==> src/verilog/bcfg_pkg.sv <==
// Shared types and address map of the boot configuration subsystem
`default_nettype none

package bcfg_pkg;

    // One register or buffer word
    typedef logic [31:0] quad_t;

    // Bus widths
    localparam int ADDR_W        = 16;  // Host register address
    localparam int SAMPLE_ADDR_W = 6;   // Sample buffer address, 64 quadlets

    // Register address map
    localparam logic [ADDR_W-1:0] REG_STATUS    = 16'd0;  // Read only
    localparam logic [ADDR_W-1:0] REG_CONTROL   = 16'd1;  // LED and EMIO
    localparam logic [ADDR_W-1:0] REG_IO_IN     = 16'd2;  // Read only
    localparam logic [ADDR_W-1:0] REG_TIMESTAMP = 16'd3;  // Read only

    // Scratch quadlets sit right after the fixed registers
    localparam logic [ADDR_W-1:0] REG_SCRATCH_BASE = 16'd4;
    localparam int                NUM_SCRATCH      = 4;   // Addresses 4..7

    // Firmware version, top byte of status
    localparam logic [7:0] FW_VERSION = 8'h09;

    // Rotary switch width
    localparam int BOARD_ID_W = 4;

    // Status word layout
    localparam int STATUS_BOARD_ID_LSB = 0;   // 4-bit board id
    localparam int STATUS_LED_BIT      = 4;   // Mirrors control LED
    localparam int STATUS_BUSY_BIT     = 5;   // Sampler running
    localparam int STATUS_FW_LSB       = 24;  // FW_VERSION byte
    // Remaining status bits read as zero

    // Control word layout
    localparam int CONTROL_LED_BIT  = 0;
    localparam int CONTROL_EMIO_LSB = 16;
    localparam int CONTROL_EMIO_W   = 16;  // EMIO byte field, bits 31:16
    // Bits 15:1 not stored

    // EMIO output width toward the PS side
    localparam int EMIO_W = 64;

    // Sample buffer entry 0 layout
    localparam int SEQ_LSB = 16;  // Sequence count in 31:16
    localparam int SEQ_W   = 16;

    // Upper bound on snapshot quadlets after the sequence word
    localparam int MAX_RT_READ_QUADS = 4;

endpackage

`default_nettype wire

==> src/verilog/snapshot_if.sv <==
// Snapshot bundle with the live values that the sampler copies into its buffer
`default_nettype none

interface snapshot_if;

    bcfg_pkg::quad_t timestamp;  // Free-running cycle count
    bcfg_pkg::quad_t io_in;      // Registered input word
    bcfg_pkg::quad_t status;     // Live status word, busy bit included
    bcfg_pkg::quad_t scratch0;   // First scratch quadlet

    // Register block drives
    modport src (
        output timestamp,
        output io_in,
        output status,
        output scratch0
    );

    // Sampler only reads
    modport snk (
        input timestamp,
        input io_in,
        input status,
        input scratch0
    );

endinterface

`default_nettype wire
==> src/verilog/bcfg_regs.sv <==
// Register block serving host reads and writes of status, control, inputs and scratch
`default_nettype none

module bcfg_regs (
    input  logic                                sysclk,
    input  logic                                arst_n,
    input  logic [bcfg_pkg::BOARD_ID_W-1:0]     board_id,
    input  bcfg_pkg::quad_t                     io_in,
    input  logic [bcfg_pkg::ADDR_W-1:0]         reg_raddr,
    output bcfg_pkg::quad_t                     reg_rdata,
    input  logic [bcfg_pkg::ADDR_W-1:0]         reg_waddr,
    input  bcfg_pkg::quad_t                     reg_wdata,
    input  logic                                reg_wen,
    input  logic                                blk_wstart,
    input  logic                                blk_wen,
    input  logic                                sample_busy,
    snapshot_if.src                             snap,
    output logic [bcfg_pkg::EMIO_W-1:0]         reg_emio,
    output logic                                led
);

    localparam int SCR_IDX_W = $clog2(bcfg_pkg::NUM_SCRATCH);

    bcfg_pkg::quad_t timestamp;  // Free-running counter
    bcfg_pkg::quad_t io_in_q;    // One register stage on the inputs
    logic            ctrl_led;
    logic [bcfg_pkg::CONTROL_EMIO_W-1:0] ctrl_emio;
    bcfg_pkg::quad_t scratch [bcfg_pkg::NUM_SCRATCH];

    logic [bcfg_pkg::ADDR_W-1:0] blk_ptr;    // Block write pointer
    logic [bcfg_pkg::ADDR_W-1:0] scr_waddr;  // Write address, single or block
    logic [bcfg_pkg::ADDR_W-1:0] scr_woff;
    logic [bcfg_pkg::ADDR_W-1:0] scr_roff;
    logic                        scr_wen;
    logic                        scr_rsel;
    logic                        ctrl_wen;

    bcfg_pkg::quad_t status;
    bcfg_pkg::quad_t control;
    bcfg_pkg::quad_t rd_mux;

    // Write decode
    always_comb begin
        scr_waddr = blk_wen ? blk_ptr : reg_waddr;  // Block pointer wins during blk_wen
        scr_woff  = scr_waddr - bcfg_pkg::REG_SCRATCH_BASE;
        scr_wen   = (reg_wen || blk_wen)
                    && (scr_waddr >= bcfg_pkg::REG_SCRATCH_BASE)
                    && (scr_waddr < bcfg_pkg::REG_SCRATCH_BASE + bcfg_pkg::NUM_SCRATCH);
        // Block writes never reach control
        ctrl_wen  = reg_wen && (reg_waddr == bcfg_pkg::REG_CONTROL);
    end

    // Control register, stored fields only
    always_ff @(posedge sysclk or negedge arst_n) begin
        if (!arst_n) begin
            ctrl_led  <= 1'b0;
            ctrl_emio <= '0;
        end else if (ctrl_wen) begin
            ctrl_led  <= reg_wdata[bcfg_pkg::CONTROL_LED_BIT];
            ctrl_emio <= reg_wdata[bcfg_pkg::CONTROL_EMIO_LSB +: bcfg_pkg::CONTROL_EMIO_W];
        end
    end

    // Scratch array
    always_ff @(posedge sysclk or negedge arst_n) begin
        if (!arst_n) begin
            for (int i = 0; i < bcfg_pkg::NUM_SCRATCH; i++) begin
                scratch[i] <= '0;
            end
        end else if (scr_wen) begin
            scratch[scr_woff[SCR_IDX_W-1:0]] <= reg_wdata;
        end
    end

    // Block pointer, advances even when the target is dropped
    always_ff @(posedge sysclk or negedge arst_n) begin
        if (!arst_n) begin
            blk_ptr <= '0;
        end else if (blk_wstart) begin
            blk_ptr <= reg_waddr;  // Latch start address
        end else if (blk_wen) begin
            blk_ptr <= blk_ptr + 1'b1;
        end
    end

    // Timestamp and input stage
    always_ff @(posedge sysclk or negedge arst_n) begin
        if (!arst_n) begin
            timestamp <= '0;
            io_in_q   <= '0;
        end else begin
            timestamp <= timestamp + 1'b1;  // Wraps
            io_in_q   <= io_in;
        end
    end

    // Status and control words as seen by the host
    always_comb begin
        status = '0;
        status[bcfg_pkg::STATUS_BOARD_ID_LSB +: bcfg_pkg::BOARD_ID_W] = board_id;
        status[bcfg_pkg::STATUS_LED_BIT]                              = ctrl_led;
        status[bcfg_pkg::STATUS_BUSY_BIT]                             = sample_busy;
        status[bcfg_pkg::STATUS_FW_LSB +: 8]                          = bcfg_pkg::FW_VERSION;

        control = '0;  // Unstored bits read 0
        control[bcfg_pkg::CONTROL_LED_BIT]                              = ctrl_led;
        control[bcfg_pkg::CONTROL_EMIO_LSB +: bcfg_pkg::CONTROL_EMIO_W] = ctrl_emio;
    end

    // Read address decode
    assign scr_roff = reg_raddr - bcfg_pkg::REG_SCRATCH_BASE;
    assign scr_rsel = (reg_raddr >= bcfg_pkg::REG_SCRATCH_BASE)
                      && (reg_raddr < bcfg_pkg::REG_SCRATCH_BASE + bcfg_pkg::NUM_SCRATCH);

    always_comb begin
        rd_mux = '0;  // Unmapped reads return 0
        if (scr_rsel) begin
            rd_mux = scratch[scr_roff[SCR_IDX_W-1:0]];
        end else begin
            case (reg_raddr)
                bcfg_pkg::REG_STATUS:    rd_mux = status;
                bcfg_pkg::REG_CONTROL:   rd_mux = control;
                bcfg_pkg::REG_IO_IN:     rd_mux = io_in_q;
                bcfg_pkg::REG_TIMESTAMP: rd_mux = timestamp;
                default:                 rd_mux = '0;
            endcase
        end
    end

    // Registered read, one cycle latency
    always_ff @(posedge sysclk or negedge arst_n) begin
        if (!arst_n) begin
            reg_rdata <= '0;
        end else begin
            reg_rdata <= rd_mux;
        end
    end

    // Outputs
    assign led      = ctrl_led;
    assign reg_emio = {{(bcfg_pkg::EMIO_W - bcfg_pkg::CONTROL_EMIO_W){1'b0}}, ctrl_emio};

    // Live values for the sampler
    assign snap.timestamp = timestamp;
    assign snap.io_in     = io_in_q;
    assign snap.status    = status;
    assign snap.scratch0  = scratch[0];

endmodule

`default_nettype wire

==> src/verilog/bcfg_sampler.sv <==
// Sampling engine that writes a sequence word and snapshot quadlets into a readable buffer
`default_nettype none

module bcfg_sampler #(
    parameter int NUM_RT_READ_QUADS = 4  // Quadlets after the sequence word
) (
    input  logic                                sysclk,
    input  logic                                arst_n,
    input  logic [bcfg_pkg::BOARD_ID_W-1:0]     board_id,
    input  logic                                sample_start,
    output logic                                sample_busy,
    input  logic [bcfg_pkg::SAMPLE_ADDR_W-1:0]  sample_raddr,
    output bcfg_pkg::quad_t                     sample_rdata,
    snapshot_if.snk                             snap
);

    localparam int NUM_ENTRIES = 1 + NUM_RT_READ_QUADS;  // Broadcast block size
    localparam int CNT_W       = $clog2(NUM_ENTRIES);
    localparam int MEM_DEPTH   = 2 ** bcfg_pkg::SAMPLE_ADDR_W;
    localparam int MAX_ENTRIES = 1 + bcfg_pkg::MAX_RT_READ_QUADS;

    // Only four live values exist to capture
    if (NUM_RT_READ_QUADS < 1 || NUM_RT_READ_QUADS > bcfg_pkg::MAX_RT_READ_QUADS) begin : g_bad_n
        $error("NUM_RT_READ_QUADS out of range 1..%0d", bcfg_pkg::MAX_RT_READ_QUADS);
    end

    logic [CNT_W-1:0]            ent_idx;  // Entry being written
    logic                        ent_last;
    logic                        start_ok;
    logic [bcfg_pkg::SEQ_W-1:0]  seq_cnt;  // Samples taken since reset
    bcfg_pkg::quad_t             entry [MAX_ENTRIES];
    bcfg_pkg::quad_t             wr_data;

    // Sample buffer, no reset
    bcfg_pkg::quad_t sample_mem [MEM_DEPTH];

    assign start_ok = sample_start && !sample_busy;  // Starts while busy dropped
    assign ent_last = (ent_idx == CNT_W'(NUM_RT_READ_QUADS));

    // Counter FSM, idle or walking entries 0..N
    always_ff @(posedge sysclk or negedge arst_n) begin
        if (!arst_n) begin
            sample_busy <= 1'b0;
            ent_idx     <= '0;
            seq_cnt     <= '0;
        end else if (start_ok) begin
            sample_busy <= 1'b1;
            ent_idx     <= '0;
            seq_cnt     <= seq_cnt + 1'b1;  // First sample reports 1
        end else if (sample_busy) begin
            if (ent_last) begin
                sample_busy <= 1'b0;
                ent_idx     <= '0;
            end else begin
                ent_idx <= ent_idx + 1'b1;
            end
        end
    end

    // Candidate entries
    always_comb begin
        entry[0] = '0;
        entry[0][bcfg_pkg::SEQ_LSB +: bcfg_pkg::SEQ_W] = seq_cnt;
        entry[0][bcfg_pkg::BOARD_ID_W-1:0]             = board_id;
        entry[1] = snap.timestamp;
        entry[2] = snap.io_in;
        entry[3] = snap.status;    // Busy bit is set here
        entry[4] = snap.scratch0;
    end

    assign wr_data = entry[ent_idx];

    // Buffer write while busy, registered read port
    always_ff @(posedge sysclk) begin
        if (sample_busy) begin
            sample_mem[bcfg_pkg::SAMPLE_ADDR_W'(ent_idx)] <= wr_data;
        end
        sample_rdata <= sample_mem[sample_raddr];  // Old data on same-address write
    end

endmodule

`default_nettype wire

==> src/verilog/bcfg_top.sv <==
// Top level of the boot configuration subsystem with registers, sampler and board id
`default_nettype none

module bcfg_top #(
    parameter int NUM_RT_READ_QUADS = 4  // Snapshot quadlets after sequence word
) (
    input  logic                                sysclk,
    input  logic                                arst_n,

    // Board I/O
    input  logic [bcfg_pkg::BOARD_ID_W-1:0]     wenid,     // Rotary switch, active low
    input  bcfg_pkg::quad_t                     io_in,
    output logic [bcfg_pkg::EMIO_W-1:0]         reg_emio,  // Feedback toward PS
    output logic                                led,

    // Host register bus
    input  logic [bcfg_pkg::ADDR_W-1:0]         reg_raddr,
    output bcfg_pkg::quad_t                     reg_rdata,
    input  logic [bcfg_pkg::ADDR_W-1:0]         reg_waddr,
    input  bcfg_pkg::quad_t                     reg_wdata,
    input  logic                                reg_wen,     // Single write strobe
    input  logic                                blk_wstart,  // Latch block start address
    input  logic                                blk_wen,     // Block write strobe

    // Sampling
    input  logic                                sample_start,
    output logic                                sample_busy,
    input  logic [bcfg_pkg::SAMPLE_ADDR_W-1:0]  sample_raddr,
    output bcfg_pkg::quad_t                     sample_rdata
);

    logic [bcfg_pkg::BOARD_ID_W-1:0] board_id;

    // Switch reads inverted
    assign board_id = ~wenid;

    // Live values from regs to sampler
    snapshot_if snap ();

    bcfg_regs u_regs (
        .sysclk      (sysclk),
        .arst_n      (arst_n),
        .board_id    (board_id),
        .io_in       (io_in),
        .reg_raddr   (reg_raddr),
        .reg_rdata   (reg_rdata),
        .reg_waddr   (reg_waddr),
        .reg_wdata   (reg_wdata),
        .reg_wen     (reg_wen),
        .blk_wstart  (blk_wstart),
        .blk_wen     (blk_wen),
        .sample_busy (sample_busy),  // Status busy bit
        .snap        (snap.src),
        .reg_emio    (reg_emio),
        .led         (led)
    );

    bcfg_sampler #(
        .NUM_RT_READ_QUADS (NUM_RT_READ_QUADS)
    ) u_sampler (
        .sysclk       (sysclk),
        .arst_n       (arst_n),
        .board_id     (board_id),
        .sample_start (sample_start),
        .sample_busy  (sample_busy),
        .sample_raddr (sample_raddr),
        .sample_rdata (sample_rdata),
        .snap         (snap.snk)
    );

endmodule

`default_nettype wire

==> config.mk <==
export PLATFORM = sky130hd
export DESIGN_NAME = bcfg_top
export DESIGN_NICKNAME = d
export VERILOG_FILES = /design/src/verilog/bcfg_pkg.sv /design/src/verilog/snapshot_if.sv /design/src/verilog/bcfg_regs.sv /design/src/verilog/bcfg_sampler.sv /design/src/verilog/bcfg_top.sv
export SDC_FILE = /design/constraint.sdc
export NUM_CORES = 1
export LEC_CHECK = 0
export BUFFER_PORTS_ARGS = -buffer_cell sky130_fd_sc_hd__buf_2
export CAP_MARGIN = 25
export CORE_MARGIN = 4
export CORE_UTILIZATION = 53
export CTS_BUF_LIST = sky130_fd_sc_hd__clkbuf_4 sky130_fd_sc_hd__clkbuf_8 sky130_fd_sc_hd__clkbuf_16
export DETAILED_ROUTE_END_ITERATION = 10
export PLACE_DENSITY = 0.79
export SLEW_MARGIN = 30
export SYNTH_ARGS = -nofsm -noshare
export SYNTH_HDL_FRONTEND = slang
export SYNTH_SLANG_ARGS = --single-unit
export TNS_END_PERCENT = 20
==> constraint.sdc <==
create_clock -name sysclk -period 3.65 [get_ports sysclk]
set_input_delay 0.365 -clock sysclk [delete_from_list [all_inputs] [get_ports sysclk]]
set_output_delay 0.365 -clock sysclk [all_outputs]
set_load 0.03 [all_outputs]
### Word-level counts from Yosys, hierarchy flattened

Memory sizes are Yosys's and may differ from the RTL's. A register that Yosys moved wholly into a read port is not among the register bits.
Index checks and enable logic that the tools add are counted.

| storage, ports and cells | value |
|---|---|
| output and inout bits | 130 |
| bits in registers | 277 |
| word-level logic and storage cells | 70 |
| RAM bits | 2048 |
| memories | 1 |

Memories:

| memory | depth | width | read ports | clocked after memory_dff | wr ports | line | source |
|---|---|---|---|---|---|---|---|
| u_sampler.sample_mem | 64 | 32 | 1 | 1 | 1 | bcfg_sampler.sv:35 | `bcfg_pkg::quad_t sample_mem [MEM_DEPTH];` |

| operators by class | value |
|---|---|
| order comparisons | 8 |
| reduce and logical (&&, ||, !) cells | 11 |
| muxes and demuxes | 22 |
| equal/unequal tests | 5 |
| add/subtract/negate cells | 6 |
| bitwise gates (word level) | 4 |

Operators with widths:

| operator | number |
|---|---|
| $mux 32 | 6 |
| $bwmux 128 | 1 |
| $pmux 32 s4 | 1 |
| $bmux 32 s3 | 1 |
| $bmux 32 s2 | 1 |
| $demux 32 s2 | 1 |
| $mux 16 | 3 |
| $add 16x1->16 const B | 2 |
| $add 32x1->32 const B | 1 |
| $eq 16x1->1 const B | 2 |
| $eq 16x2->1 const B | 2 |
| $ge 16x3->1 const B | 2 |
| $lt 16x4->1 const B | 2 |
| $logic_not 16->1 | 1 |
| $mux 3 | 3 |
| $ge 3x3->1 const B | 2 |
| $logic_and 1x1->1 | 6 |
| $not 2->3 | 2 |
| $mux 1 | 5 |
| $ge 4x4->1 const B | 1 |
| $not 3->4 | 1 |
| $not 4->4 | 1 |
| $reduce_bool 2->1 | 2 |
| $sub 2x1->2 const B | 2 |
| 5 further kinds | 5 |

### Logic depth before layout (Yosys ltp)

Gate-level depths: netlist of run 1.

| logic depth | value |
|---|---|
| depth after elaboration | 8 |
| gate-level depth with buffers | 7 |
| depth with buffers taken out | 5 |

### Cells and area by module

Synthesis of run 1 repeated with hierarchy kept, for this count alone.

| unflattened totals | value |
|---|---|
| cells, all modules | 1580 |
| area, all modules | 24513.5 µm² |

Modules (own cells, without submodules):

| module | area an instance (µm²) | cells an instance | times used | sequential area each (µm²) |
|---|---|---|---|---|
| bcfg_sampler | 12459.4 | 649 | 1 | 8828.5 |
| bcfg_regs | 12039.0 | 927 | 1 | 6431.2 |
| bcfg_top | 15.0 | 4 | 1 | 0.0 |

### Worst setup path after synthesis of run 1

OpenSTA, ideal clock, no wires.

| timing path | value |
|---|---|
| path kind | reg-to-reg |
| from | register u_sampler.sample_busy |
| to | memory u_sampler.sample_mem[2][0] (netlist bit) (enable) |
| setup slack | -0.014 ns |
| arrival time | 3.203 ns |
| stages on the path, launching flop included | 4 |
| data required time | 3.189 ns |
| buffers on the path | 1 |
| library setup time | 0.461 ns |
| path through | dfrtp_1 -> clkbuf_1 -> nand2_1 -> nor3_1 |

| between the ends | value |
|---|---|
| longest elaborated chain between the ends | 2 |

Ends and longest elaborated chain:

| item | line | source |
|---|---|---|
| start: declaration | bcfg_sampler.sv:11 | `output logic sample_busy,` |
| start signal: assignment | bcfg_sampler.sv:43 | `sample_busy <= 1'b0;` |
| start signal: assignment | bcfg_sampler.sv:47 | `sample_busy <= 1'b1;` |
| start signal: assignment | bcfg_sampler.sv:52 | `sample_busy <= 1'b0;` |
| $mux 1 | bcfg_sampler.sv:75 | `if (sample_busy) begin` |
| $mux 1 (implied by the code) | bcfg_sampler.sv:76 | `sample_mem[bcfg_pkg::SAMPLE_ADDR_W'(ent_idx)] <= wr_data;` |
| end: declaration | bcfg_sampler.sv:35 |  |

No other way between the ends.

### Worst setup path after layout of run 1

| timing path | value |
|---|---|
| from | register u_sampler.ent_idx[1] |
| to | memory u_sampler.sample_mem[2][10] (netlist bit) (data pin) |

| between the ends | value |
|---|---|
| longest elaborated chain between the ends | 4 |

Ends and longest elaborated chain:

| item | line | source |
|---|---|---|
| start: declaration | bcfg_sampler.sv:27 | `logic [CNT_W-1:0] ent_idx;` |
| start signal: assignment | bcfg_sampler.sv:55 | `ent_idx <= ent_idx + 1'b1;` |
| $not 3->4 (implied by the code) | bcfg_sampler.sv:71 | `assign wr_data = entry[ent_idx];` |
| $bmux 32 s3 | bcfg_sampler.sv:71 |  |
| $mux 32 (implied by the code) (2 in series) | bcfg_sampler.sv:71 |  |
| via u_sampler.wr_data[10] | bcfg_sampler.sv:32 | `bcfg_pkg::quad_t wr_data;` |

The timed path passes the listed nets, and every way through them passes these cells. The select of a mux whose other input is x is not followed.

==> impl_summary.log, run 1 <==
INFO  metric maxSlewHeadroom = 35.9%
INFO  metric syn_area_per_cell = between 15 and 20 µm²
INFO  metric final_nets = 1878
INFO  metric antenna_found_initial = 3
INFO  metric die_w = 220 µm
INFO  metric grt_usage = 23.4%
INFO  metric row_count = 77
INFO  metric post-place-cells = 2247
INFO  metric cap_viol_max_count = 0
INFO  metric fin_hold_ws = 0.0294 ns
INFO  metric detail_route.wl_per_cell = 23.1 µm
INFO  metric synthArstFlopShare = 49.0%
INFO  metric drt_pre_antenna_iters = 5
INFO  metric leakagePower = 11.6 nW
INFO  metric fin_crit_sh = 69.8%
INFO  metric synthesis_to_layout_area_growth = 17.1%
INFO  metric wl = 55400 µm
INFO  metric setup_repair_after_global_routing_missed_its_margin = no
INFO  metric final-setup-viol-count = 0
INFO  metric first_global_vias = 14.9k
INFO  metric finalWorstPathRequiredPeriod = between 2 and 3 ns
INFO  metric status = complete, no violations
INFO  metric post_cts.resized_instances = 0
INFO  metric final.setup.tns = 0 ns
INFO  metric coreArea = 44200 µm²
INFO  metric cts_max_path_buffers = 3
INFO  metric dominantRegCellSynth = dfrtp_1
INFO  metric hold_path.class = in2reg
INFO  metric critical_path.n_buffers_inverters = 2
INFO  metric synth.ff_latch_count = 565
INFO  metric worst_setup_path_end_kind = register
INFO  metric max_slew.worst_pin.slew = 0.960 ns
INFO  metric total_number_of_vias = 14.0k
INFO  metric cts_made_buffers = 56
INFO  metric die_h = between 200 and 250 µm
INFO  metric mappedNetlistArea = about 24000 µm²
INFO  metric worst_ep_required_time = 3.95 ns
INFO  metric grt_start_max_net_pins = between 100 and 150
INFO  metric report.final.hold_viol_count = 0
INFO  metric setup.worst_path.start_class = register
INFO  metric floorplan.initialDensity = 53.6%
INFO  metric overflow = 0
INFO  metric vias_per_cell = between 5 and 6
INFO  metric place_congestion = 0.878
INFO  metric drive_gt1_share = 34.2%
INFO  metric cellPowerDensity = 642 nW/µm²
INFO  metric number_of_fillers_in_the_final_layout = 3050
INFO  metric wire_length_of_the_first_global_routing_pass = 86900 µm
INFO  metric critical-path-slowest-cell = o21ai_0
INFO  metric clock_tree_from_tritoncts = built
INFO  metric worst_path_dominant_cell_family = compound AO/OA/AOI/OAI gates
INFO  metric die_outline_area = 48200 µm²
INFO  metric cts.sink_count = 565
INFO  metric power = roughly 0.018 W
INFO  metric clock.fmax = 393 MHz
INFO  metric fin_skew = 0.0263 ns
INFO  metric path_cells = inv_1 -> nor2_1 -> buf_4 -> a22oi_1 -> o21ai_0
INFO  metric ios = 242
INFO  metric worstSetupPathType = reg2reg
INFO  metric cts_setup_buffers = 0
INFO  metric number_of_enable_type_register_cells_in_the_synthesized_netlist = 256
INFO  metric route.detailed.drc = 0
INFO  metric dp_hpwl = 34700 µm
INFO  metric peak_supply_drop = just over 0.4 mV
INFO  metric synth.lib_cells_used.distinct = 52
INFO  metric postSynthCellCount = between 1.5k and 2k
INFO  metric drt_iter0_markers = ~1.2k
INFO  metric ys_warn_count = 0
INFO  metric slew_violations = 0
INFO  metric cts_htree_levels = 2
INFO  metric final_cell_count_no_fill = 2397
INFO  metric timing.critical_path.slowest_cell_delay = about 0.75 ns
INFO  metric hold_buffers = 47
INFO  metric clk_pin_slew_worst_paths = roughly 0.060 ns
INFO  metric insertion_delay = 0.63 ns
INFO  metric synth.yosys.seq_area_share = around 64%
INFO  metric worst-endpoint-arrival = 2.85 ns
INFO  metric cts_root_buf = clkbuf_16
INFO  metric cp_max_fo = 25
INFO  metric port_buffers = 190
INFO  metric drt.antenna.violating_nets = 0
cell type report:
| cell class | instances | area (µm²) | share of cell area (%) |
|---|---|---|---|
| Antenna cell | 1 | 2.50 | 0.00901 |
| Clock buffer | 76 | 1610 | 5.81 |
| Clock inverter | 25 | 447 | 1.61 |
| Inverter | 24 | 90.1 | 0.324 |
| Multi-Input combinational cell | 838 | 7820 | 28.1 |
| Sequential cell | 565 | 15300 | 55.0 |
| Tap cell | 592 | 741 | 2.67 |
| Timing Repair Buffer | 276 | 1800 | 6.48 |
worst paths after layout:
check,from,end,slack [ns],depth (start not counted)
max reg2reg,u_sampler.ent_idx[1]$_DFFE_PN0P_,u_sampler.sample_mem[2][10]$_DFFE_PP_,1.10,5
max,u_sampler.ent_idx[1]$_DFFE_PN0P_,u_sampler.sample_mem[2][10]$_DFFE_PP_,1.10,5
min in group asynchronous,arst_n,u_regs.scratch[89]$_DFFE_PN0P_,0.24,2
max in group asynchronous,arst_n,u_regs.snap.scratch0[7]$_DFFE_PN0P_,2.32,4
min reg2reg,u_sampler.seq_cnt[15]$_DFFE_PN0P_,u_sampler.seq_cnt[15]$_DFFE_PN0P_,0.49,1
min,reg_wdata[2],u_regs.scratch[66]$_DFFE_PN0P_,0.03,2
registers in the layout, indices dropped and copies added (netlist names):
name	count
u_sampler.sample_mem	256
u_sampler.sample_rdata	32
u_regs.ctrl_emio	16
u_regs.snap.scratch0	32
u_sampler.ent_idx	3
u_regs.led	1
u_regs.blk_ptr	16
u_regs.snap.io_in	32
u_regs.scratch	96
u_sampler.sample_busy	1
u_sampler.seq_cnt	16
u_regs.reg_rdata	32
u_regs.snap.timestamp	32
layer usage:
layer | wire length (µm) | track usage (%) | up-vias
met5 | 28 | 0 | -
met4 | 1950 | 8.83 | 4
met3 | 3790 | 4.34 | 143
met2 | 27100 | 38.1 | 583
met1 | 22500 | 31.8 | 7211
li1 | - | - | 6067
logic make-up after synthesis:
kind of cell | Yosys count | synth area share [%]
DFF | 565 | 64.3
other | 1 | 0.0158
buffers and inverters | 153 | 3.63
muxes | 334 | 20.2
AOI/OAI and AO/OA | 129 | 3.60
xor gates and xnor gates | 59 | 2.18
adders and majority gates | 5 | 0.264
and+or+nand+nor | 263 | 5.73
through the flow:
step           instance area (µm²)  setup WS (ns)  utilization [%]
2_1_floorplan                23900       -0.00990                -
3_3_place_gp                 25200           1.03             57.0
3_5_place_dp                 25200          0.828             57.0
4_1_cts                      27700          0.819             62.7
5_1_grt                      27800           1.00             62.8
6_report                     27800           1.10             62.8
cell usage in the layout, fill, tap and decap left out, types with 5 or more instances in the layout:
master / netlist / routed
dfrtp_1: 277 / 277
conb_1: 1 / 48
clkbuf_8: 0 / 10
mux2_1: 32 / 32
nand3_1: 27 / 27
inv_1: 23 / 23
buf_2: 16 / 187
clkbuf_4: 0 / 10
nand4_1: 20 / 20
a22oi_1: 10 / 10
mux2_2: 162 / 162
xnor2_1: 43 / 43
nor3_1: 33 / 31
edfxtp_1: 256 / 256
o22ai_1: 14 / 14
o21ai_0: 48 / 29
clkinv_2: 0 / 5
nand2_1: 80 / 80
a21oi_1: 24 / 24
xor2_1: 16 / 16
and3_1: 7 / 7
nor2_2: 0 / 8
dfxtp_1: 32 / 32
a221oi_1: 16 / 16
mux2i_1: 43 / 43
nor4_1: 8 / 7
buf_4: 51 / 36
ha_1: 5 / 5
bufinv_16: 0 / 10
mux4_2: 97 / 97
clkbuf_16: 0 / 56
dlygate4sd3_1: 0 / 47
o21ai_1: 0 / 19
nor2_1: 60 / 52
synth_stat cells (2+ instances only):
library cell / instances / area, µm²
a211oi_4: 4 / 80.1
a21oi_1: 24 / 120
a221oi_1: 16 / 140
a22oi_1: 10 / 75.1
a2bb2oi_1: 4 / 35.0
and2_1: 2 / 12.5
and3_1: 7 / 43.8
buf_1: 8 / 30.0
buf_2: 16 / 80.1
buf_4: 51 / 383
buf_6: 10 / 113
clkbuf_1: 44 / 165
dfrtp_1: 277 / 6930
dfxtp_1: 32 / 641
edfxtp_1: 256 / 7690
ha_1: 5 / 62.6
inv_1: 23 / 86.3
mux2_1: 32 / 360
mux2_2: 162 / 1820
mux2i_1: 43 / 430
mux4_2: 97 / 2180
nand2_1: 80 / 300
nand2b_1: 4 / 25.0
nand3_1: 27 / 135
nand4_1: 20 / 125
nand4_4: 2 / 42.5
nor2_1: 60 / 225
nor2b_1: 3 / 18.8
nor3_1: 33 / 165
nor4_1: 8 / 50.1
nor4_2: 3 / 37.5
nor4_4: 2 / 42.5
nor4b_4: 2 / 47.6
o211a_1: 3 / 30.0
o21ai_0: 48 / 240
o22ai_1: 14 / 87.6
o31a_1: 2 / 17.5
o31ai_1: 3 / 22.5
or2_2: 2 / 12.5
xnor2_1: 43 / 377
xor2_1: 16 / 140
report_power, final:
group | internal, W | total [W] | switching, W | leakage (nW)
sequential | 0.00810 | 0.00849 | 0.000382 | 6.40
combinational | 0.000981 | 0.00304 | 0.00206 | 4.17
clock | 0.00383 | 0.00631 | 0.00247 | 1.01
total | 0.0129 | 0.0178 | 0.00491 | 11.6
No activity file was read; power rests on OpenSTA's default activity.
==> run 2, diff against run 1 <==
Clock period 3.65 ns to 2.25 ns, I/O delays scaled along.
==> impl_summary.log, run 2 (synthesis results as in run 1) <==
INFO  metric reg2reg_to = u_regs.scratch[76]$_DFFE_PN0P_ (was u_sampler.sample_mem[2][10]$_DFFE_PP_)
INFO  metric worst_setup_path_end_kind = register (unchanged)
INFO  metric drt_iter0_markers = 1467 (was 1241)
INFO  metric cts_htree_levels = 2 (unchanged)
INFO  metric final-setup-viol-count = 0 (unchanged)
INFO  metric floorplan.initialDensity = 53.6% (unchanged)
INFO  metric post-place-cells = 2272 (was 2247)
INFO  metric path_cells = nor3_1 -> nand4_4 -> a211oi_4 -> buf_12 -> mux2_1 (was inv_1 -> nor2_1 -> buf_4 -> a22oi_1 -> o21ai_0)
INFO  metric synthesis_to_layout_area_growth = 20.4% (was 17.1%)
INFO  metric globalRouteMet3Util = 4.66% (was 4.34%)
INFO  metric die_outline_area = 48200 µm² (unchanged)
INFO  metric grt_start_max_net_pins = 71 (was 126)
INFO  metric final_cell_count_no_fill = 2460 (was 2397)
INFO  metric worst_path_dominant_cell_family = simple AND/OR/NAND/NOR gates (was compound AO/OA/AOI/OAI gates)
INFO  metric drive_gt1_share = 34.5% (was 34.2%)
INFO  metric wire_length_of_the_first_global_routing_pass = 86100 µm (was 86900 µm)
INFO  metric critical-path-slowest-cell = dfrtp_1 (was o21ai_0)
INFO  metric dp_hpwl = 34800 µm (was 34700 µm)
INFO  metric hold_path.class = in2reg (unchanged)
INFO  metric wl = 55500 µm (was 55400 µm)
INFO  metric cts_setup_buffers = 0 (unchanged)
INFO  metric cap_viol_max_count = 0 (unchanged)
INFO  metric drt_pre_antenna_iters = 5 (unchanged)
INFO  metric largest_registers = u_sampler.sample_mem x256, u_regs.scratch x96 (unchanged)
INFO  metric clk_pin_slew_worst_paths = 0.06 ns (about the same)
INFO  metric mostFrequentLayoutCells = dfrtp_1 (276), edfxtp_1 (256), buf_2 (187) (was dfrtp_1 (277), edfxtp_1 (256), buf_2 (187))
INFO  metric antenna_found_initial = 1 (was 3)
INFO  metric number_of_fillers_in_the_final_layout = 2973 (was 3050)
INFO  metric setup_slack = 0.127 ns (was 1.10 ns)
INFO  metric die_w = 220 µm (unchanged)
INFO  metric die_h = 220 µm (unchanged)
INFO  metric row_count = 77 (unchanged)
INFO  metric final_common_cell = dfrtp_1 (unchanged)
INFO  metric cp_max_fo = 32 (was 25)
INFO  metric hold_depth = 4 (was 2)
INFO  metric worst_ep_required_time = 2.75 ns (was 3.95 ns)
INFO  metric setup_repair_after_global_routing_missed_its_margin = no (unchanged)
INFO  metric first_global_vias = 14.9k (about the same)
INFO  metric final_nets = 1937 (was 1878)
INFO  metric multiInputGateArea = 7830 µm² (was 7820 µm²)
INFO  metric use_met1 = 32.1% (was 31.8%)
INFO  metric max_slew.worst_pin.slew = 0.924 ns (was 0.960 ns)
INFO  metric grt_usage = 23.3% (was 23.4%)
INFO  metric worstHoldStart = blk_wen (was reg_wdata[2])
INFO  metric rrSetupSlack = 0.13 ns (was 1.10 ns)
INFO  metric vias_per_cell = 5.78 (was 5.84)
INFO  metric detail_route.wl_per_cell = 22.6 µm (was 23.1 µm)
INFO  metric hold_path_sink = u_regs.blk_ptr[2]$_DFFE_PN0P_ (was u_regs.scratch[66]$_DFFE_PN0P_)
INFO  metric timing.critical_path.slowest_cell_delay = 0.44 ns (was 0.75 ns)
INFO  metric overflow = 0 (unchanged)
INFO  metric final_cell_area = 28600 µm² (was 27800 µm²)
INFO  metric total_number_of_vias = 14.2k (was 14.0k)
INFO  metric use_met2 = 37.7% (was 38.1%)
INFO  metric status = complete, no violations (unchanged)
INFO  metric port_buffers = 190 (unchanged)
INFO  metric cts_max_path_buffers = 3 (unchanged)
INFO  metric grt_most_used_layer = met2 (unchanged)
INFO  metric setup.worst_path.start_class = register (unchanged)
INFO  metric leakagePower = 11.9 nW (was 11.6 nW)
INFO  metric cellPowerDensity = 1030 nW/µm² (was 642 nW/µm²)
INFO  metric place_congestion = 0.878 (about the same)
INFO  metric coreArea = 44200 µm² (unchanged)
INFO  metric worst-endpoint-arrival = 2.62 ns (was 2.85 ns)
INFO  metric cts_root_buf = clkbuf_16 (unchanged)
INFO  metric fin_skew = 0.0248 ns (was 0.0263 ns)
INFO  metric clock.fmax = 471 MHz (was 393 MHz)
INFO  metric fin_hold_ws = 0.0358 ns (was 0.0294 ns)
INFO  metric place_worst_setup_slack = 0.00818 ns (was 0.828 ns)
INFO  metric report.final.hold_viol_count = 0 (unchanged)
INFO  metric largest-register = u_sampler.sample_mem (unchanged)
INFO  metric finalWorstPathRequiredPeriod = 2.12 ns (was 2.55 ns)
INFO  metric rr_worst_depth = 5 (unchanged)
INFO  metric antenna_cells_inserted = 0 (was 1)
INFO  metric cts_made_buffers = 56 (unchanged)
INFO  metric insertion_delay = 0.62 ns (was 0.63 ns)
INFO  metric cts.sink_count = 565 (unchanged)
INFO  metric critical_path.n_buffers_inverters = 1 (was 2)
INFO  metric maxSlewHeadroom = 37.8% (was 35.9%)
INFO  metric clock_tree_from_tritoncts = built (unchanged)
INFO  metric largest_register_ffs = 256 (unchanged)
INFO  metric finish.utilization = 64.6% (was 62.8%)
INFO  metric drt.antenna.violating_nets = 0 (unchanged)
INFO  metric slew_violations = 0 (unchanged)
INFO  metric peak_supply_drop = 0.651 mV (was 0.412 mV)
INFO  metric ios = 242 (unchanged)
INFO  metric r2r-start = u_regs.blk_ptr[10]$_DFFE_PN0P_ (was u_sampler.ent_idx[1]$_DFFE_PN0P_)
INFO  metric worstSetupPathType = reg2reg (unchanged)
INFO  metric place_area = 25700 µm² (was 25200 µm²)
INFO  metric route.detailed.drc = 0 (unchanged)
INFO  metric fin_crit_sh = 94.4% (was 69.8%)
INFO  metric regArea = 15300 µm² (about the same)
==> run 2: changes by cell type in the layout (fill, tap and decap cells not counted), moves of 2 or more <==
cell / before / now
clkinv_1: 2 / 4
o21ai_1: 19 / 17
dlygate4sd3_1: 47 / 82
buf_12: 4 / 24
o21ai_0: 29 / 31
buf_4: 36 / 41
clkbuf_8: 10 / 8
clkinv_2: 5 / 8
==> run 2: how the worst max path moves through the flow <==
stage	start	end	slack, ns	cells after the start
6_report	u_regs.blk_ptr[10]$_DFFE_PN0P_	u_regs.scratch[76]$_DFFE_PN0P_	0.13	5
3_3_place_gp	u_sampler.ent_idx[0]$_DFFE_PN0P_	u_sampler.sample_mem[4][9]$_DFFE_PP_	0.14	5
2_1_floorplan	u_sampler.ent_idx[0]$_DFFE_PN0P_	u_sampler.sample_mem[3][0]$_DFFE_PP_	-0.23	4
4_1_cts	u_sampler.ent_idx[0]$_DFFE_PN0P_	u_sampler.sample_mem[4][28]$_DFFE_PP_	0.08	4
3_5_place_dp	u_sampler.ent_idx[0]$_DFFE_PN0P_	u_sampler.sample_mem[6][11]$_DFFE_PP_	0.008	5
5_1_grt	u_regs.blk_ptr[10]$_DFFE_PN0P_	u_regs.scratch[76]$_DFFE_PN0P_	0.02	5
==> run 2: cell type report <==
cell class                 instances  share of cell area (%)
inverter                          24                   0.315
tap                              592                    2.59
multi-input combinational        838                    27.4
clock buffer                      75                    5.58
clock inverter                    31                    1.67
timing repair buffer             335                    8.97
sequential                       565                    53.4
==> run 2: worst register-to-register path, stage by stage, from the launching register on <==
cell and delay (ns):
dfrtp_1 0.44, nor3_1 0.34, nand4_4 0.25, a211oi_4 0.31
buf_12 0.28, mux2_1 0.39
==> run 2: timing repair <==
item,CTS,global route
resized for setup,3,5
endpoints found under the hold margin,446,0
endpoints found under the setup margin,24,33
hold buffers,82,0
==> run 2: routing by layer <==
metal	vias up	part of all wire [%]
met4	2	3.4
met5	-	0.023
met2	596	49
met1	7292	41
li1	6200	-
met3	132	7.4
==> run 2: power by group <==
| part | total (W) | switching, W | internal (W) |
|---|---|---|---|
| logic | 0.00538 | 0.00345 | 0.00193 |
| clock network | 0.0102 | 0.00405 | 0.00619 |
| registers | 0.0137 | 0.000528 | 0.0131 |
==> run 2: stage by stage <==
stage / total power (W) / setup TNS (ns)
4_1_cts: 0.0294 / 0
6_report: 0.0293 / 0
2_1_floorplan: 0.0169 / -33.08
5_1_grt: 0.0304 / 0
3_3_place_gp: 0.0188 / 0
3_5_place_dp: 0.0191 / 0
==> run 3, diff against run 2 <==
Settings changed: SYNTH_HIERARCHICAL set to 1.
==> impl_summary.log, run 3 <==
INFO  metric fin_skew = 0.0172 ns (was 0.0248 ns)
INFO  metric die_outline_area = 49800 µm² (was 48200 µm²)
INFO  metric mostFrequentLayoutCells = dfrtp_1 (274), edfxtp_1 (256), buf_2 (187) (was dfrtp_1 (276), edfxtp_1 (256), buf_2 (187))
INFO  metric mappedNetlistArea = 24500 µm² (was 23700 µm²)
INFO  metric wire_length_of_the_first_global_routing_pass = 90900 µm (was 86100 µm)
INFO  metric final_common_cell = dfrtp_1 (unchanged)
INFO  metric final_nets = 2003 (was 1937)
INFO  metric grt_usage = 23.4% (was 23.3%)
INFO  metric number_of_fillers_in_the_final_layout = 3118 (was 2973)
INFO  metric worst_setup_path_startpoint = u_regs/blk_ptr[8]$_DFFE_PN0P_ (was u_regs.blk_ptr[10]$_DFFE_PN0P_)
INFO  metric slew_violations = 0 (unchanged)
INFO  metric clock.fmax = 441 MHz (was 471 MHz)
INFO  metric wl = 59500 µm (was 55500 µm)
INFO  metric cellPowerDensity = 1030 nW/µm² (about the same)
INFO  metric cts_htree_levels = 2 (unchanged)
INFO  metric cts_made_buffers = 55 (was 56)
INFO  metric grt_start_max_net_pins = 71 (unchanged)
INFO  metric netlist_top_cells_area = edfxtp_1 (31%), dfrtp_1 (28%), mux4_2 (6.7%) (was edfxtp_1 (32%), dfrtp_1 (29%), mux4_2 (9.2%))
INFO  metric net-switching-power = 0.00856 W (was 0.00803 W)
INFO  metric drive_gt1_share = 28.5% (was 34.5%)
INFO  metric number_of_enable_type_register_cells_in_the_synthesized_netlist = 256 (unchanged)
INFO  metric place_area = 26300 µm² (was 25700 µm²)
INFO  metric fin_crit_sh = 101% (was 94.4%)
INFO  metric largest_register_ffs = 256 (unchanged)
INFO  metric first_global_vias = 15.3k (was 14.9k)
INFO  metric synth_commonest_cells = dfrtp_1 (277), edfxtp_1 (256), buf_4 (126) (was dfrtp_1 (277), edfxtp_1 (256), mux2_2 (162))
INFO  metric largest-register = u_sampler/sample_mem (was u_sampler.sample_mem)
INFO  metric cts_root_buf = clkbuf_16 (unchanged)
INFO  metric finalWorstPathRequiredPeriod = 2.27 ns (was 2.12 ns)
INFO  metric ys_warn_count = 6 (was 0)
INFO  metric synth.yosys.seq_area_share = 62.2% (was 64.3%)
INFO  metric violations = setup timing
INFO  metric worst-endpoint-arrival = 2.77 ns (was 2.62 ns)
INFO  metric ios = 242 (unchanged)
INFO  metric detail_route.wl_per_cell = 23.5 µm (was 22.6 µm)
INFO  metric insertion_delay = 0.62 ns (about the same)
INFO  metric cts.sink_count = 565 (unchanged)
INFO  metric max_slew.worst_pin.slew = 0.781 ns (was 0.924 ns)
INFO  metric share_of_total_power_consumed_by_net_switching = 28.5% (was 27.4%)
INFO  metric final-setup-viol-count = 16 (was 0)
INFO  metric maxSlewHeadroom = 47.6% (was 37.8%)
INFO  metric worst_ep_required_time = 2.75 ns (about the same)
INFO  metric cell_internal_pwr = 0.0215 W (was 0.0213 W)
INFO  metric synthArstFlopShare = 49.0% (unchanged)
INFO  metric peak_supply_drop = 0.719 mV (was 0.651 mV)
INFO  metric coreArea = 45600 µm² (was 44200 µm²)
INFO  metric port_buffers = 190 (unchanged)
INFO  metric cts_max_path_buffers = 3 (unchanged)
INFO  metric cap_viol_max_count = 0 (unchanged)
INFO  metric relative_contribution_of_sequential_cells_to_total_power = 46.3% (was 46.6%)
INFO  metric drt.antenna.violating_nets = 0 (unchanged)
INFO  metric total_number_of_vias = 14.7k (was 14.2k)
INFO  metric leakagePower = 12.6 nW (was 11.9 nW)
INFO  metric r2r-start = u_regs/blk_ptr[8]$_DFFE_PN0P_ (was u_regs.blk_ptr[10]$_DFFE_PN0P_)
INFO  metric synth_top_area_cell = edfxtp_1 (unchanged)
INFO  metric cp_max_fo = 8 (was 32)
INFO  metric comb_power_share = 21.4% (was 18.4%)
INFO  metric postSynthCellCount = 1580 (was 1509)
INFO  metric drt_pre_antenna_iters = 5 (unchanged)
INFO  metric final_cell_area = 29200 µm² (was 28600 µm²)
INFO  metric fin_hold_ws = 0.0525 ns (was 0.0358 ns)
INFO  metric setup.worst_path.start_class = register (unchanged)
INFO  metric place_congestion = 0.917 (was 0.878)
INFO  metric dp_hpwl = 38500 µm (was 34800 µm)
INFO  metric clk_pin_slew_worst_paths = 0.06 ns (about the same)
INFO  metric cell_with_the_most_instances_after_synthesis = dfrtp_1 (unchanged)
INFO  metric power.share.clock = 32.3% (was 35.0%)
INFO  metric row_count = 78 (was 77)
INFO  metric clock_tree_from_tritoncts = built (unchanged)
INFO  metric hold_path.class = in2reg (unchanged)
INFO  metric syn_area_per_cell = 15.5 µm² (was 15.7 µm²)
INFO  metric synth.lib_cells_used.distinct = 57 (was 52)
INFO  metric status = finished, violations left (was complete, no violations)
INFO  metric die_h = 223 µm (was 220 µm)
INFO  metric die_w = 223 µm (was 220 µm)
INFO  metric largest_registers = u_sampler/sample_mem x256, u_regs/scratch x96 (was u_sampler.sample_mem x256, u_regs.scratch x96)
INFO  metric overflow = 0 (unchanged)
INFO  metric drt_iter0_markers = 1503 (was 1467)
INFO  metric report.final.hold_viol_count = 0 (unchanged)
INFO  metric setup_slack = -0.0180 ns (was 0.127 ns)
INFO  metric vias_per_cell = 5.81 (was 5.78)
INFO  metric worstHoldStart = blk_wstart (was blk_wen)
INFO  metric dominantRegCellSynth = dfrtp_1 (unchanged)
INFO  metric route.detailed.drc = 0 (unchanged)
INFO  metric worstSetupPathType = reg2reg (unchanged)
INFO  metric antenna_found_initial = 4 (was 1)
INFO  metric synth.top_cell.area_share = 31.4% (was 32.4%)
INFO  metric floorplan.initialDensity = 53.8% (was 53.6%)
INFO  metric synthesis_to_layout_area_growth = 19.0% (was 20.4%)
INFO  metric synth.ff_latch_count = 565 (unchanged)
INFO  metric worst_setup_path_end_kind = register (unchanged)
run 3: stage by stage:
| stage | power, W | utilization, % | setup slack (ns) | std cells | TNS, ns |
|---|---|---|---|---|---|
| 6_report | 0.0301 | 64.0 | -0.0180 | 2534 | -0.125 |
| 5_1_grt | 0.0312 | 64.0 | -0.0893 | 2534 | -2.50 |
| 4_1_cts | 0.0302 | 63.8 | 0.0127 | 2527 | 0 |
| 3_5_place_dp | 0.0203 | 57.8 | 0.0455 | 2343 | 0 |
| 3_3_place_gp | 0.0199 | 57.8 | 0.128 | 2343 | 0 |
| 2_1_floorplan | 0.0176 | - | -0.153 | 1652 | -11.74 |
run 3: final cells by class:
| cell class | count | area (µm²) | area share, % |
|---|---|---|---|
| antenna | 3 | 7.51 | 0.0257 |
| clock buffer | 80 | 1660 | 5.68 |
| clock inverter | 22 | 297 | 1.02 |
| inverter | 16 | 60.1 | 0.206 |
| multi-input combinational | 872 | 8250 | 28.3 |
| sequential | 565 | 15300 | 52.3 |
| tap | 600 | 751 | 2.57 |
| timing repair buffer | 376 | 2900 | 9.94 |
run 3: logic make-up (layout without fill, tap and decap cells):
kind of cell	count (synthesis)	in the layout	share of synthesized area, %
xor gates and xnor gates	56	56	2.00
DFF	565	565	62.2
buffers and inverters	215	494	5.60
AOI/OAI and AO/OA	147	147	3.56
adders and majority gates	5	5	0.255
and+or+nand+nor	234	234	5.09
other	2	77	0.0306
muxes	356	356	21.2
run 3: worst paths after layout:
| path | slack [ns] | to | depth (start not counted) |
|---|---|---|---|
| max in group asynchronous | 1.32 | u_regs/snap.io_in[14]$_DFF_PN0_ | 3 |
| min reg2reg | 0.48 | u_sampler/seq_cnt[15]$_DFFE_PN0P_ | 1 |
| max | -0.02 | u_regs/scratch[34]$_DFFE_PN0P_ | 7 |
| min in group asynchronous | 0.14 | u_regs/ctrl_emio[10]$_DFFE_PN0P_ | 2 |
| min | 0.05 | u_regs/blk_ptr[6]$_DFFE_PN0P_ | 3 |
| max reg2reg | -0.02 | u_regs/scratch[34]$_DFFE_PN0P_ | 7 |
run 3: worst max-delay path: stages, from the launching register on:
cell      delay [ns]
dfrtp_2         0.46
nor4bb_4        0.32
nand4_1         0.17
buf_4           0.22
a211oi_4        0.26
buf_4           0.18
buf_6           0.17
mux2_1          0.34
run 3: timing repair:
item,in CTS,in global routing
hold buffers,82,0
setup endpoints to repair,0,35
gates resized for setup,0,5
hold endpoints to repair,262,0
setup buffers,0,2
run 3: per-layer routing:
metal | track usage [%] | wire length [µm] | up-vias
met5 | 0 | 13 | -
li1 | - | - | 6412
met1 | 31.1 | 23300 | 7562
met3 | 4.99 | 4350 | 106
met2 | 39.5 | 30200 | 638
met4 | 6.68 | 1640 | 2
run 3: power by group through the flow:
stage	logic (W)	registers (W)	clock network [W]
2_1_floorplan	0.00337	0.0142	0
4_1_cts	0.00642	0.0139	0.00985
3_5_place_dp	0.00623	0.0141	0
5_1_grt	0.00682	0.0140	0.0103
3_3_place_gp	0.00605	0.0139	0
6_report	0.00644	0.0139	0.00971
